$ cat src/verilog/wb_pkg.sv
package wb_pkg;

  ////////////////////
  // Widths
  ////////////////////

  // Integer register and data path width
  localparam int XLEN = 32;

  // Register file address width, giving x0 to x31
  localparam int RF_ADDR_W = 5;

  // Number of architectural registers, x0 included
  localparam int NUM_REGS = 2 ** RF_ADDR_W;

  ////////////////////
  // Types
  ////////////////////

  // Register file address
  typedef logic [RF_ADDR_W-1:0] rf_addr_t;

  // Instruction opcodes seen by EX
  // ALU operations first, word load last
  typedef enum logic [2:0] {
    OP_ADD  = 3'd0,
    OP_SUB  = 3'd1,
    OP_AND  = 3'd2,
    OP_OR   = 3'd3,
    OP_XOR  = 3'd4,
    OP_LOAD = 3'd5
  } op_e;

  // Outcome of the load address check against the MPU region
  // Non-load instructions always carry MPU_OK
  typedef enum logic [0:0] {
    MPU_OK    = 1'b0,
    MPU_FAULT = 1'b1
  } mpu_status_e;

  // Notes on the encodings
  //
  // Opcode values 6 and 7 are unused
  // EX treats them as a zero result with no write side effect
  // beyond the normal destination write
  //
  // The MPU status travels with the instruction from EX into WB
  // WB turns a faulted load into an exception without a write
  //
  // Register address zero is hardwired
  // Writes to it are dropped both in EX and in the register file

endpackage

$ cat src/verilog/ex_stage.sv
module ex_stage #(
  parameter logic [31:0] MPU_BASE = 32'h0000_2000,
  parameter logic [31:0] MPU_SIZE = 32'h0000_1000
) (
  input  logic                      clk,
  input  logic                      reset_i,

  // Issuer side
  input  logic                      instr_valid_i,
  input  wb_pkg::op_e               instr_op_i,
  input  logic [wb_pkg::XLEN-1:0]   operand_a_i,
  input  logic [wb_pkg::XLEN-1:0]   operand_b_i,
  input  wb_pkg::rf_addr_t          instr_rd_i,
  output logic                      instr_ready_o,

  // Data bus request
  output logic                      data_req_o,
  output logic [wb_pkg::XLEN-1:0]   data_addr_o,

  // EX/WB pipeline
  input  logic                      wb_ready_i,
  output logic                      wb_instr_valid_o,
  output logic                      wb_op_load_o,
  output logic                      wb_rf_we_o,
  output wb_pkg::rf_addr_t          wb_rf_waddr_o,
  output logic [wb_pkg::XLEN-1:0]   wb_alu_result_o,
  output wb_pkg::mpu_status_e       wb_mpu_status_o
);

  import wb_pkg::*;

  // EX register
  logic              ex_valid;
  op_e               ex_op;
  logic [XLEN-1:0]   ex_a;
  logic [XLEN-1:0]   ex_b;
  rf_addr_t          ex_rd;

  // Request already issued for the load held in EX
  logic              req_sent;

  logic              instr_accept;
  logic              ex_is_load;
  logic [XLEN-1:0]   ex_addr;
  logic [XLEN-1:0]   ex_offset;
  logic              ex_in_region;
  logic [XLEN-1:0]   ex_result;
  mpu_status_e       ex_mpu_status;

  ////////////////////
  // EX register
  ////////////////////

  // EX is free when empty or when its content moves into WB
  assign instr_ready_o = !ex_valid || wb_ready_i;
  assign instr_accept  = instr_valid_i && instr_ready_o;

  always_ff @(posedge clk) begin
    if (reset_i) begin
      ex_valid <= 1'b0;
      req_sent <= 1'b0;
    end else begin
      if (instr_accept) begin
        ex_valid <= 1'b1;
        // New instruction has not requested yet
        req_sent <= 1'b0;
      end else begin
        if (wb_ready_i) begin
          ex_valid <= 1'b0;
        end
        // Remember the request while EX is stalled
        if (data_req_o) begin
          req_sent <= 1'b1;
        end
      end
    end
  end

  // Operands and destination, no reset needed
  always_ff @(posedge clk) begin
    if (instr_accept) begin
      ex_op <= instr_op_i;
      ex_a  <= operand_a_i;
      ex_b  <= operand_b_i;
      ex_rd <= instr_rd_i;
    end
  end

  ////////////////////
  // ALU and MPU
  ////////////////////

  assign ex_is_load = (ex_op == OP_LOAD);

  // Load address is operand a plus immediate
  assign ex_addr = ex_a + ex_b;

  always_comb begin
    case (ex_op)
      OP_ADD:  ex_result = ex_a + ex_b;
      OP_SUB:  ex_result = ex_a - ex_b;
      OP_AND:  ex_result = ex_a & ex_b;
      OP_OR:   ex_result = ex_a | ex_b;
      OP_XOR:  ex_result = ex_a ^ ex_b;
      OP_LOAD: ex_result = ex_addr;
      default: ex_result = '0;
    endcase
  end

  // Single region check, base inclusive and end exclusive
  assign ex_offset    = ex_addr - MPU_BASE;
  assign ex_in_region = (ex_addr >= MPU_BASE) && (ex_offset < MPU_SIZE);

  assign ex_mpu_status = (ex_is_load && !ex_in_region) ? MPU_FAULT : MPU_OK;

  // One request per load, only for a permitted address
  assign data_req_o  = ex_valid && ex_is_load && ex_in_region && !req_sent;
  assign data_addr_o = ex_addr;

  ////////////////////
  // EX/WB register
  ////////////////////

  always_ff @(posedge clk) begin
    if (reset_i) begin
      wb_instr_valid_o <= 1'b0;
      wb_op_load_o     <= 1'b0;
      wb_rf_we_o       <= 1'b0;
    end else if (wb_ready_i) begin
      wb_instr_valid_o <= ex_valid;
      wb_op_load_o     <= ex_valid && ex_is_load;
      // x0 destination never writes
      wb_rf_we_o       <= ex_valid && (ex_rd != '0);
    end
  end

  always_ff @(posedge clk) begin
    if (wb_ready_i) begin
      wb_rf_waddr_o   <= ex_rd;
      wb_alu_result_o <= ex_result;
      wb_mpu_status_o <= ex_mpu_status;
    end
  end

  // Bus never sees an address outside the permitted region
  a_req_in_region : assert property (@(posedge clk) disable iff (reset_i)
    data_req_o |-> (data_addr_o >= MPU_BASE) && ((data_addr_o - MPU_BASE) < MPU_SIZE));

  // A load held in EX does not request a second time
  a_req_once : assert property (@(posedge clk) disable iff (reset_i)
    data_req_o && !wb_ready_i |=> !data_req_o);

endmodule

$ cat src/verilog/lsu_resp_fifo.sv
module lsu_resp_fifo #(
  parameter int RESP_DEPTH = 2
) (
  input  logic                      clk,
  input  logic                      reset_i,

  // Write side from the data bus
  input  logic                      push_i,
  input  logic [wb_pkg::XLEN-1:0]   push_data_i,

  // Read side towards WB
  input  logic                      pop_i,
  output logic                      valid_o,
  output logic [wb_pkg::XLEN-1:0]   data_o
);

  import wb_pkg::*;

  localparam int PTR_W = (RESP_DEPTH > 1) ? $clog2(RESP_DEPTH) : 1;
  localparam int CNT_W = $clog2(RESP_DEPTH + 1);

  // Response storage
  logic [XLEN-1:0]  mem [RESP_DEPTH];

  logic [PTR_W-1:0] wr_ptr;
  logic [PTR_W-1:0] rd_ptr;
  logic [CNT_W-1:0] count;
  logic             full;
  logic             empty;

  assign empty = (count == '0);
  assign full  = (count == CNT_W'(RESP_DEPTH));

  always_ff @(posedge clk) begin
    if (reset_i) begin
      wr_ptr <= '0;
      rd_ptr <= '0;
      count  <= '0;
    end else begin
      // Pointers wrap at the depth, which need not be a power of two
      if (push_i) begin
        wr_ptr <= (wr_ptr == PTR_W'(RESP_DEPTH - 1)) ? '0 : wr_ptr + PTR_W'(1);
      end
      if (pop_i) begin
        rd_ptr <= (rd_ptr == PTR_W'(RESP_DEPTH - 1)) ? '0 : rd_ptr + PTR_W'(1);
      end
      // Simultaneous push and pop leave the count unchanged
      if (push_i && !pop_i) begin
        count <= count + CNT_W'(1);
      end else if (pop_i && !push_i) begin
        count <= count - CNT_W'(1);
      end
    end
  end

  always_ff @(posedge clk) begin
    if (push_i) begin
      mem[wr_ptr] <= push_data_i;
    end
  end

  // Oldest response is visible the cycle after its push
  assign valid_o = !empty;
  assign data_o  = mem[rd_ptr];

  a_no_overflow : assert property (@(posedge clk) disable iff (reset_i)
    push_i && full |-> pop_i);

  a_no_underflow : assert property (@(posedge clk) disable iff (reset_i)
    pop_i |-> !empty);

endmodule

$ cat src/verilog/wb_stage.sv
module wb_stage (
  // Clock and reset only feed the assertions
  input  logic                      clk,
  input  logic                      reset_i,

  // EX/WB pipeline
  input  logic                      instr_valid_i,
  input  logic                      op_load_i,
  input  logic                      rf_we_i,
  input  wb_pkg::rf_addr_t          rf_waddr_i,
  input  logic [wb_pkg::XLEN-1:0]   alu_result_i,
  input  wb_pkg::mpu_status_e       mpu_status_i,
  output logic                      wb_ready_o,

  // Load response FIFO
  input  logic                      resp_valid_i,
  input  logic [wb_pkg::XLEN-1:0]   resp_data_i,
  output logic                      resp_pop_o,

  // Pipeline control
  input  logic                      halt_wb_i,
  input  logic                      kill_wb_i,

  // Register file write port
  output logic                      rf_we_o,
  output wb_pkg::rf_addr_t          rf_waddr_o,
  output logic [wb_pkg::XLEN-1:0]   rf_wdata_o,

  // Status
  output logic                      wb_valid_o,
  output logic                      wb_exc_o,
  output logic                      data_stall_o
);

  import wb_pkg::*;

  logic instr_valid;
  logic lsu_exception;
  logic load_done;

  // Instruction is live unless halted or discarded
  assign instr_valid = instr_valid_i && !kill_wb_i && !halt_wb_i;

  // Only loads can fault, no request was sent for them
  assign lsu_exception = op_load_i && (mpu_status_i != MPU_OK);

  // Permitted load whose data sits at the FIFO head
  assign load_done = op_load_i && !lsu_exception && resp_valid_i && instr_valid;

  // Completion: ALU ops at once, loads with data, faulted loads at once
  assign wb_valid_o = ((!op_load_i) ||
                       (op_load_i && resp_valid_i && !lsu_exception) ||
                       lsu_exception) && instr_valid;

  assign wb_exc_o = wb_valid_o && lsu_exception;

  ////////////////////
  // Write back
  ////////////////////

  // Written once, on the completing cycle, never on a fault
  assign rf_we_o    = rf_we_i && !lsu_exception && wb_valid_o;
  assign rf_waddr_o = rf_waddr_i;
  assign rf_wdata_o = op_load_i ? resp_data_i : alu_result_i;

  assign resp_pop_o = load_done;

  // WB empties when it completes or is killed
  assign wb_ready_o = !instr_valid_i || kill_wb_i || wb_valid_o;

  // Waiting on load data
  assign data_stall_o = op_load_i && !lsu_exception && !resp_valid_i && instr_valid;

  // A load has its bus request outstanding and must not be dropped
  a_no_load_kill : assert property (@(posedge clk) disable iff (reset_i)
    instr_valid_i && op_load_i |-> !kill_wb_i);

  // FIFO is only popped by a completing load
  a_pop_with_data : assert property (@(posedge clk) disable iff (reset_i)
    resp_pop_o |-> resp_valid_i && wb_valid_o);

endmodule

$ cat src/verilog/reg_file.sv
module reg_file (
  input  logic                      clk,
  input  logic                      reset_i,

  // Write port
  input  logic                      we_i,
  input  wb_pkg::rf_addr_t          waddr_i,
  input  logic [wb_pkg::XLEN-1:0]   wdata_i,

  // Read port, combinational
  input  wb_pkg::rf_addr_t          raddr_i,
  output logic [wb_pkg::XLEN-1:0]   rdata_o
);

  import wb_pkg::*;

  // x1 to x31, x0 has no storage
  logic [XLEN-1:0] regs [1:NUM_REGS-1];

  always_ff @(posedge clk) begin
    if (reset_i) begin
      for (int i = 1; i < NUM_REGS; i++) begin
        regs[i] <= '0;
      end
    end else if (we_i && (waddr_i != '0)) begin
      // Writes to x0 are dropped
      regs[waddr_i] <= wdata_i;
    end
  end

  // x0 reads as zero
  assign rdata_o = (raddr_i == '0) ? '0 : regs[raddr_i];

endmodule

$ cat src/verilog/wb_subsys_top.sv
module wb_subsys_top #(
  parameter logic [31:0] MPU_BASE   = 32'h0000_2000,
  parameter logic [31:0] MPU_SIZE   = 32'h0000_1000,
  parameter int          RESP_DEPTH = 2
) (
  input  logic                      clk,
  input  logic                      reset_i,

  // Issuer
  input  logic                      instr_valid_i,
  input  wb_pkg::op_e               instr_op_i,
  input  logic [wb_pkg::XLEN-1:0]   operand_a_i,
  input  logic [wb_pkg::XLEN-1:0]   operand_b_i,
  input  wb_pkg::rf_addr_t          instr_rd_i,
  output logic                      instr_ready_o,

  // Data bus
  output logic                      data_req_o,
  output logic [wb_pkg::XLEN-1:0]   data_addr_o,
  input  logic                      data_rvalid_i,
  input  logic [wb_pkg::XLEN-1:0]   data_rdata_i,

  // Controller
  input  logic                      halt_wb_i,
  input  logic                      kill_wb_i,

  // Status
  output logic                      wb_valid_o,
  output logic                      wb_exc_o,
  output logic                      data_stall_o,

  // Register file read port
  input  wb_pkg::rf_addr_t          rf_raddr_i,
  output logic [wb_pkg::XLEN-1:0]   rf_rdata_o
);

  import wb_pkg::*;

  ////////////////////
  // Internal wiring
  ////////////////////

  // EX/WB pipeline
  logic            wb_ready;
  logic            wb_instr_valid;
  logic            wb_op_load;
  logic            wb_rf_we;
  rf_addr_t        wb_rf_waddr;
  logic [XLEN-1:0] wb_alu_result;
  mpu_status_e     wb_mpu_status;

  // Load responses
  logic            resp_pop;
  logic            resp_valid;
  logic [XLEN-1:0] resp_data;

  // Register file write
  logic            rf_we;
  rf_addr_t        rf_waddr;
  logic [XLEN-1:0] rf_wdata;

  ex_stage #(
    .MPU_BASE (MPU_BASE),
    .MPU_SIZE (MPU_SIZE)
  ) ex_stage_i (
    .clk              (clk),
    .reset_i          (reset_i),
    .instr_valid_i    (instr_valid_i),
    .instr_op_i       (instr_op_i),
    .operand_a_i      (operand_a_i),
    .operand_b_i      (operand_b_i),
    .instr_rd_i       (instr_rd_i),
    .instr_ready_o    (instr_ready_o),
    .data_req_o       (data_req_o),
    .data_addr_o      (data_addr_o),
    .wb_ready_i       (wb_ready),
    .wb_instr_valid_o (wb_instr_valid),
    .wb_op_load_o     (wb_op_load),
    .wb_rf_we_o       (wb_rf_we),
    .wb_rf_waddr_o    (wb_rf_waddr),
    .wb_alu_result_o  (wb_alu_result),
    .wb_mpu_status_o  (wb_mpu_status)
  );

  // Bus responses go straight into the FIFO
  lsu_resp_fifo #(
    .RESP_DEPTH (RESP_DEPTH)
  ) lsu_resp_fifo_i (
    .clk         (clk),
    .reset_i     (reset_i),
    .push_i      (data_rvalid_i),
    .push_data_i (data_rdata_i),
    .pop_i       (resp_pop),
    .valid_o     (resp_valid),
    .data_o      (resp_data)
  );

  wb_stage wb_stage_i (
    .clk           (clk),
    .reset_i       (reset_i),
    .instr_valid_i (wb_instr_valid),
    .op_load_i     (wb_op_load),
    .rf_we_i       (wb_rf_we),
    .rf_waddr_i    (wb_rf_waddr),
    .alu_result_i  (wb_alu_result),
    .mpu_status_i  (wb_mpu_status),
    .wb_ready_o    (wb_ready),
    .resp_valid_i  (resp_valid),
    .resp_data_i   (resp_data),
    .resp_pop_o    (resp_pop),
    .halt_wb_i     (halt_wb_i),
    .kill_wb_i     (kill_wb_i),
    .rf_we_o       (rf_we),
    .rf_waddr_o    (rf_waddr),
    .rf_wdata_o    (rf_wdata),
    .wb_valid_o    (wb_valid_o),
    .wb_exc_o      (wb_exc_o),
    .data_stall_o  (data_stall_o)
  );

  reg_file reg_file_i (
    .clk     (clk),
    .reset_i (reset_i),
    .we_i    (rf_we),
    .waddr_i (rf_waddr),
    .wdata_i (rf_wdata),
    .raddr_i (rf_raddr_i),
    .rdata_o (rf_rdata_o)
  );

endmodule

$ cat config.mk
export PLATFORM = sky130hd
export DESIGN_NAME = wb_subsys_top
export DESIGN_NICKNAME = d
export VERILOG_FILES = /design/src/verilog/wb_pkg.sv /design/src/verilog/ex_stage.sv /design/src/verilog/lsu_resp_fifo.sv /design/src/verilog/wb_stage.sv /design/src/verilog/reg_file.sv /design/src/verilog/wb_subsys_top.sv
export SDC_FILE = /design/constraint.sdc
export NUM_CORES = 2
export LEC_CHECK = 0
export BUFFER_PORTS_ARGS = -buffer_cell sky130_fd_sc_hd__buf_2
export CAP_MARGIN = 25
export CORE_ASPECT_RATIO = 0.8
export CORE_MARGIN = 8
export CORE_UTILIZATION = 60
export CTS_CLUSTER_DIAMETER = 120
export DETAILED_ROUTE_END_ITERATION = 8
export GPL_TIMING_DRIVEN = 0
export MAX_ROUTING_LAYER = met4
export PLACE_DENSITY = 0.77
export SYNTH_ARGS = -nofsm -noshare
export SYNTH_HDL_FRONTEND = slang
export SYNTH_HIERARCHICAL = 1
export SYNTH_SLANG_ARGS = --single-unit
$ cat constraint.sdc
create_clock -name clk -period 12.41 [get_ports clk]
set_input_delay 2.482 -clock clk [delete_from_list [all_inputs] [get_ports clk]]
set_output_delay 2.482 -clock clk [all_outputs]
set_load 0.05 [all_outputs]
### After elaboration in Yosys (flattened, before gate mapping)

Memory sizes are Yosys's and may differ from the RTL's. A register that Yosys moved wholly into a read port is not among the register bits.
Index checks and enable logic that the tools add are counted.

| word-level totals | value |
|---|---|
| input port bits | 115 |
| memory bits (writable) | 1,056 |
| memories kept | 2 |
| register bits after elaboration | 119 |
| logic and storage cells | 106 |
| output and inout bits | 69 |

Memories:

| name | depth | width | read ports | clocked after Yosys merged registers in | write ports | line | source |
|---|---|---|---|---|---|---|---|
| reg_file_i.regs | 31 | 32 | 1 | 0 | 31 | reg_file.sv:18 | `logic [XLEN-1:0] regs [1:NUM_REGS-1];` |
| lsu_resp_fifo_i.mem | 2 | 32 | 1 | 1 | 1 | lsu_resp_fifo.sv:23 | `logic [XLEN-1:0] mem [RESP_DEPTH];` |

| operators by class | value |
|---|---|
| eq/ne operators | 5 |
| add/subtract/negate cells | 7 |
| bitwise logic cells | 3 |
| order comparisons | 2 |
| mux-type cells | 22 |
| reductions and logical operators | 50 |

Operator list:

| operator | number |
|---|---|
| $pmux W32 S5 | 1 |
| $mux W32 | 3 |
| $add A32 B32 Y32 | 1 |
| $and A32 B32 Y32 | 1 |
| $ge A32 B14 Y1 const B | 1 |
| $lt A32 B13 Y1 const B | 1 |
| $or A32 B32 Y32 | 1 |
| $reduce_or A32 Y1 | 1 |
| $sub A32 B14 Y32 const B | 1 |
| $sub A32 B32 Y32 | 1 |
| $xor A32 B32 Y32 | 1 |
| $logic_and A1 B1 Y1 | 24 |
| $mux W1 | 15 |
| $logic_not A1 Y1 | 11 |
| $reduce_bool A5 Y1 | 2 |
| $eq A3 B2 Y1 const B | 2 |
| $eq A3 B3 Y1 const B | 2 |
| $logic_not A5 Y1 | 1 |
| $logic_or A1 B1 Y1 | 5 |
| $mux W5 | 1 |
| $mux W2 | 2 |
| $reduce_bool A2 Y1 | 2 |
| $reduce_or A2 Y1 | 2 |
| $eq A3 B1 Y1 const B | 1 |
| other kinds (5) | 6 |

### Depth between registers and ports, before layout

| logic depth | value |
|---|---|
| word-level depth | 14 |
| depth in mapped cells | 16 |
| mapped depth without buffers | 16 |

### Cells and area by module

Netlist, hierarchy kept.

Modules (own cells, without submodules):

| module | cells each | times used | area an instance (um^2) | seq. area each (um^2) |
|---|---|---|---|---|
| reg_file | 2,951 | 1 | 46,532.1 | 30,749.5 |
| ex_stage | 981 | 1 | 9,012.4 | 3,403.3 |
| lsu_resp_fifo | 121 | 1 | 2,522.4 | 2,021.9 |
| wb_stage | 53 | 1 | 536.8 | 0.0 |

### Worst setup path before layout

Ideal clock, no wire load.

| timing path | value |
|---|---|
| path type | input-to-output |
| from | input halt_wb_i |
| to | output instr_ready_o |
| slack | 3.768 ns |
| cell stages on the path | 2 |
| arrival | 6.160 ns |
| buffers on the path | 0 |
| data required time | 9.928 ns |
| cells stage by stage | o21ai_0 -> nand2b_1 |

| between the ends | value |
|---|---|
| longest elaborated chain between the ends | 5 |

RTL lines:

| element | line | source |
|---|---|---|
| start: declaration | wb_subsys_top.sv:24 | `input logic halt_wb_i,` |
| $logic_not A1 Y1 | wb_stage.sv:42 | `assign instr_valid = instr_valid_i && !kill_wb_i && !halt_wb_i;` |
| $logic_and A1 B1 Y1 | wb_stage.sv:42 |  |
| $logic_and A1 B1 Y1 | wb_stage.sv:53 | `lsu_exception) && instr_valid;` |
| $logic_or A1 B1 Y1 | wb_stage.sv:69 | `assign wb_ready_o = !instr_valid_i \|\| kill_wb_i \|\| wb_valid_o;` |
| $logic_or A1 B1 Y1 | ex_stage.sv:55 | `assign instr_ready_o = !ex_valid \|\| wb_ready_i;` |
| end: declaration | wb_subsys_top.sv:15 | `output logic instr_ready_o,` |

Every way passes these cells.

### Final worst setup path

| timing path | value |
|---|---|
| from | register ex_stage_i.ex_a[9] |
| to | output data_req_o |

| between the ends | value |
|---|---|
| longest elaborated chain between the ends | 6 |
| elaborated cells between the ends (all ways) | 7 |
| classes of those cells | 2 x add/sub; 2 x order compare; 3 x reduce/logical |

RTL lines:

| element | line | source |
|---|---|---|
| start: declaration | ex_stage.sv:35 | `logic [XLEN-1:0] ex_a;` |
| start signal: assignment | ex_stage.sv:83 | `ex_a <= operand_a_i;` |
| $add A32 B32 Y32 * | ex_stage.sv:96 | `assign ex_addr = ex_a + ex_b;` |
| $sub A32 B14 Y32 | ex_stage.sv:111 | `assign ex_offset = ex_addr - MPU_BASE;` |
| $lt A32 B13 Y1 | ex_stage.sv:112 | `assign ex_in_region = (ex_addr >= MPU_BASE) && (ex_offset < MPU_SIZE);` |
| $logic_and A1 B1 Y1 * | ex_stage.sv:112 |  |
| $logic_and A1 B1 Y1 * (2 in series) | ex_stage.sv:117 | `assign data_req_o = ex_valid && ex_is_load && ex_in_region && !req_sent;` |
| end: declaration | wb_subsys_top.sv:18 | `output logic data_req_o,` |

Every way passes the cells marked *; elsewhere a longest branch is shown, timed or not.

==> run summary <==
YS warnings -> 6
GRT Total Usage -> 0.326
Max H-tree Level -> 3
leading area contributor after synthesis -> edfxtp_1
clock buffer count from CTS -> 116
worst skew pair latency -> 0.71 ns
CP max FO -> 7
dominant cells by area after synthesis -> edfxtp_1 (61%), and2_1 (11%), mux4_2 (7.6%)
die area -> 108000 um2
Yosys reg bits -> 1208
root buf cell -> clkbuf_16
Top cell by count, worst path -> inv_1
clock-pin slew of the registers on the worst-case setup and hold paths -> 0.06 ns
WL/cell -> 29.5 um
layout cells sized above 1 -> 0.183
Via density -> 6.41
async set-reset flop share out of synthesis -> 0
final wirelength -> 173000 um
EDFF count, synth -> 1198
drt first pass iters -> 8
I/O Pins -> 184
Die W -> 365 um
WP data arrival -> 6.27 ns
vias in the first global route -> 36300
Reg2Reg Setup Slack -> 7.08 ns
Rows -> 102
global-route wire length before repair -> 247000 um
initial core utilization -> 0.606
Detailed Place HPWL -> 125000 um
fmax -> 114 MHz
Place WS -> 3.96 ns
initial antenna violation count -> 3
drt first-iter violations -> 5841
Avg Cell Area, Syn -> 14.3 um2
fin nets -> 4669
Pwr Total -> 9.49 mW
critical path's largest stage delay -> 0.58 ns
Mapped Area -> 58600 um2
Lkg Pwr -> 24.5 nW
final setup fails -> 0
minimum clock period -> 8.75 ns
# hold bufs at CTS -> 0
met2 WL -> 74800 um
fin worst setup slack -> 3.66 ns
Max IR drop VDD -> 0.148 mV
Max Slew Vio Count -> 0
clk sink count -> 1208
Residual DRC -> 0
CP Cell Sequence -> inv_1, ha_1, clkbuf_1, inv_1, nor2_1, nand3_1, o21ai_2, xor2_1, inv_1, ha_1, o311ai_0, or4_1, a2111o_1, a2111oi_2, and3_1, and2b_1, buf_2
HP Class -> reg -> reg
Yosys top cell area share -> 0.614
vias -> 37600
Post-CTS Resized -> 0
Worst Setup End Kind -> primary output
Worst Max-Slew Pin Slew -> 1.15 ns
max_cap viols -> 0
total grt overflow -> 0
Required @ worst endpoint -> 9.93 ns
setup_tns -> 0 ns
pin count of the biggest net entering global routing -> 74
Layout area overhead -> 11.6%
Placed Cells -> 5625
sequential-to-total area share from yosys stat -> 0.617
clk buf depth -> 3
Setup crit start kind -> flip-flop
GP Congestion -> 1.01
PD cells -> 145 nW/um2
post-CTS setup buffer count -> 0
unrepaired setup endpoints after global routing -> false
Die Height -> 296 um
WS Path Type -> reg -> out
IO Port Bufs -> 179
antenna-violating nets left -> 0
WL met3 -> 22500 um
Netlist cell types -> 97
uppermost layer routed -> met4
Worst slew margin -> 0.232
Final Hold Vio Count -> 0
run status -> completed
met1 WL -> 70300 um
slowest CP cell -> a2111oi_2
Fillers -> 6782
CTS tree -> built
ys flop type -> edfxtp_1
final core utilization -> 0.676
Worst Skew -> 0.0227 ns
Mapped Cells -> 4106
post-route insts no fill -> 5862
CORE AREA -> 96700 um2
crit share post-route -> 0.705
-- routing by layer --
metal  global-route usage  up-vias
li1                     -    15800
met1                0.470    18900
met2                0.461     2517
met3               0.0874      329
met4               0.0892        0
met5                    -        -
-- path summary, 6_finish.rpt --
kind	start	endpoint	cells after the start
min reg2reg	ex_stage_i/wb_rf_we_o	ex_stage_i/wb_rf_we_o	2
max reg2reg	ex_stage_i/ex_a[9]	ex_stage_i/req_sent	16
min	ex_stage_i/wb_rf_we_o	ex_stage_i/wb_rf_we_o	2
max	ex_stage_i/ex_a[9]	data_req_o	17
-- registers in the layout, summed over array words and instances, names as in the netlist, 2 cells and up, named ones only --
register and cells:
ex_stage_i/ex_op 3, reg_file_i/regs 1024, lsu_resp_fifo_i/mem 64, lsu_resp_fifo_i/count 2
ex_stage_i/ex_a 32, ex_stage_i/wb_rf_waddr_o 5, ex_stage_i/ex_b 32, ex_stage_i/ex_rd 5
ex_stage_i/wb_alu_result_o 32
-- critical path: cells and delay by family (launching register included) --
family	cells	cell delay [ns]
compound gates	4	1.59
simple gates	5	1.50
buf+inv	5	1.04
fa+ha+maj	2	0.61
flops	1	0.43
xor+xnor	1	0.38
-- through the flow --
step                      instance area [um2]  hold slack (ns)
after floorplan                         58700            0.417
after global placement                  61200            0.442
after detailed placement                61400            0.467
after CTS                               65200            0.477
after global routing                    65400            0.495
final                                   65400            0.479
-- layout by cell type (no fill, tap or decap), types with 27 or more instances in the layout --
master,n
buf_2,231
o21ai_0,69
ha_1,97
nor2_1,122
nand2_1,90
and2_1,999
mux2i_1,70
a211oi_1,40
a21oi_1,82
clkbuf_1,265
edfxtp_1,1198
nor2b_1,38
a221oi_1,27
buf_4,30
mux2_2,92
or2_2,34
clkinv_1,33
a311oi_1,34
inv_1,108
o21ai_1,54
mux4_2,199
clkbuf_16,118
a22oi_1,36
conb_1,32
xnor2_1,43
-- final cells by class --
cell class              count  area, um2  share of cell area
flip-flops and latches   1208      36200               0.553
multi-input cells        2465      20500               0.313
clock buffers             136       3020              0.0462
plain buffers             352       1690              0.0258
well taps                1300       1630              0.0249
repair buffers            200       1220              0.0187
clock inverters            85        771              0.0118
inverters                 112        420             0.00643
diodes                      4       10.0            0.000153
-- cell families after synthesis --
| logic type | share of synthesized area |
|---|---|
| flip-flops | 0.617 |
| adder cells (fa/ha/maj) | 0.0217 |
| other | 0.0000640 |
| XOR/XNOR | 0.00762 |
| multiplexers | 0.119 |
| AND/OR/NAND/NOR | 0.141 |
| buffers and inverters | 0.0360 |
| AO/OA/AOI/OAI | 0.0576 |
-- cells in the mapped netlist (all sizes together), types with 8 or more instances --
master and number:
or2 36, o21ai 127, buf 104, a221oi 27, and2 1001, nand3 16
nor2 124, dfxtp 10, mux4 225, xor2 8, a22oi 36, a21oi 86
nor2b 40, o21bai 14, o2111ai 10, edfxtp 1198, xnor2 43, nand2b 18
a21o 9, clkbuf 248, nor3 21, o21a 9, a31oi 8, mux2i 71
o22ai 22, a211oi 42, a311oi 35, o211ai 11, nand2 90, mux2 96
ha 97, inv 112
-- where the power goes --
group / total, mW / internal [mW] / switching [mW] / leakage [nW]
registers: 4.70 / 4.65 / 0.0531 / 12.5
logic: 1.24 / 0.366 / 0.876 / 10.2
clock network: 3.55 / 2.01 / 1.54 / 1.86
total: 9.49 / 7.03 / 2.47 / 24.5
(Power assumes the default switching activity.)
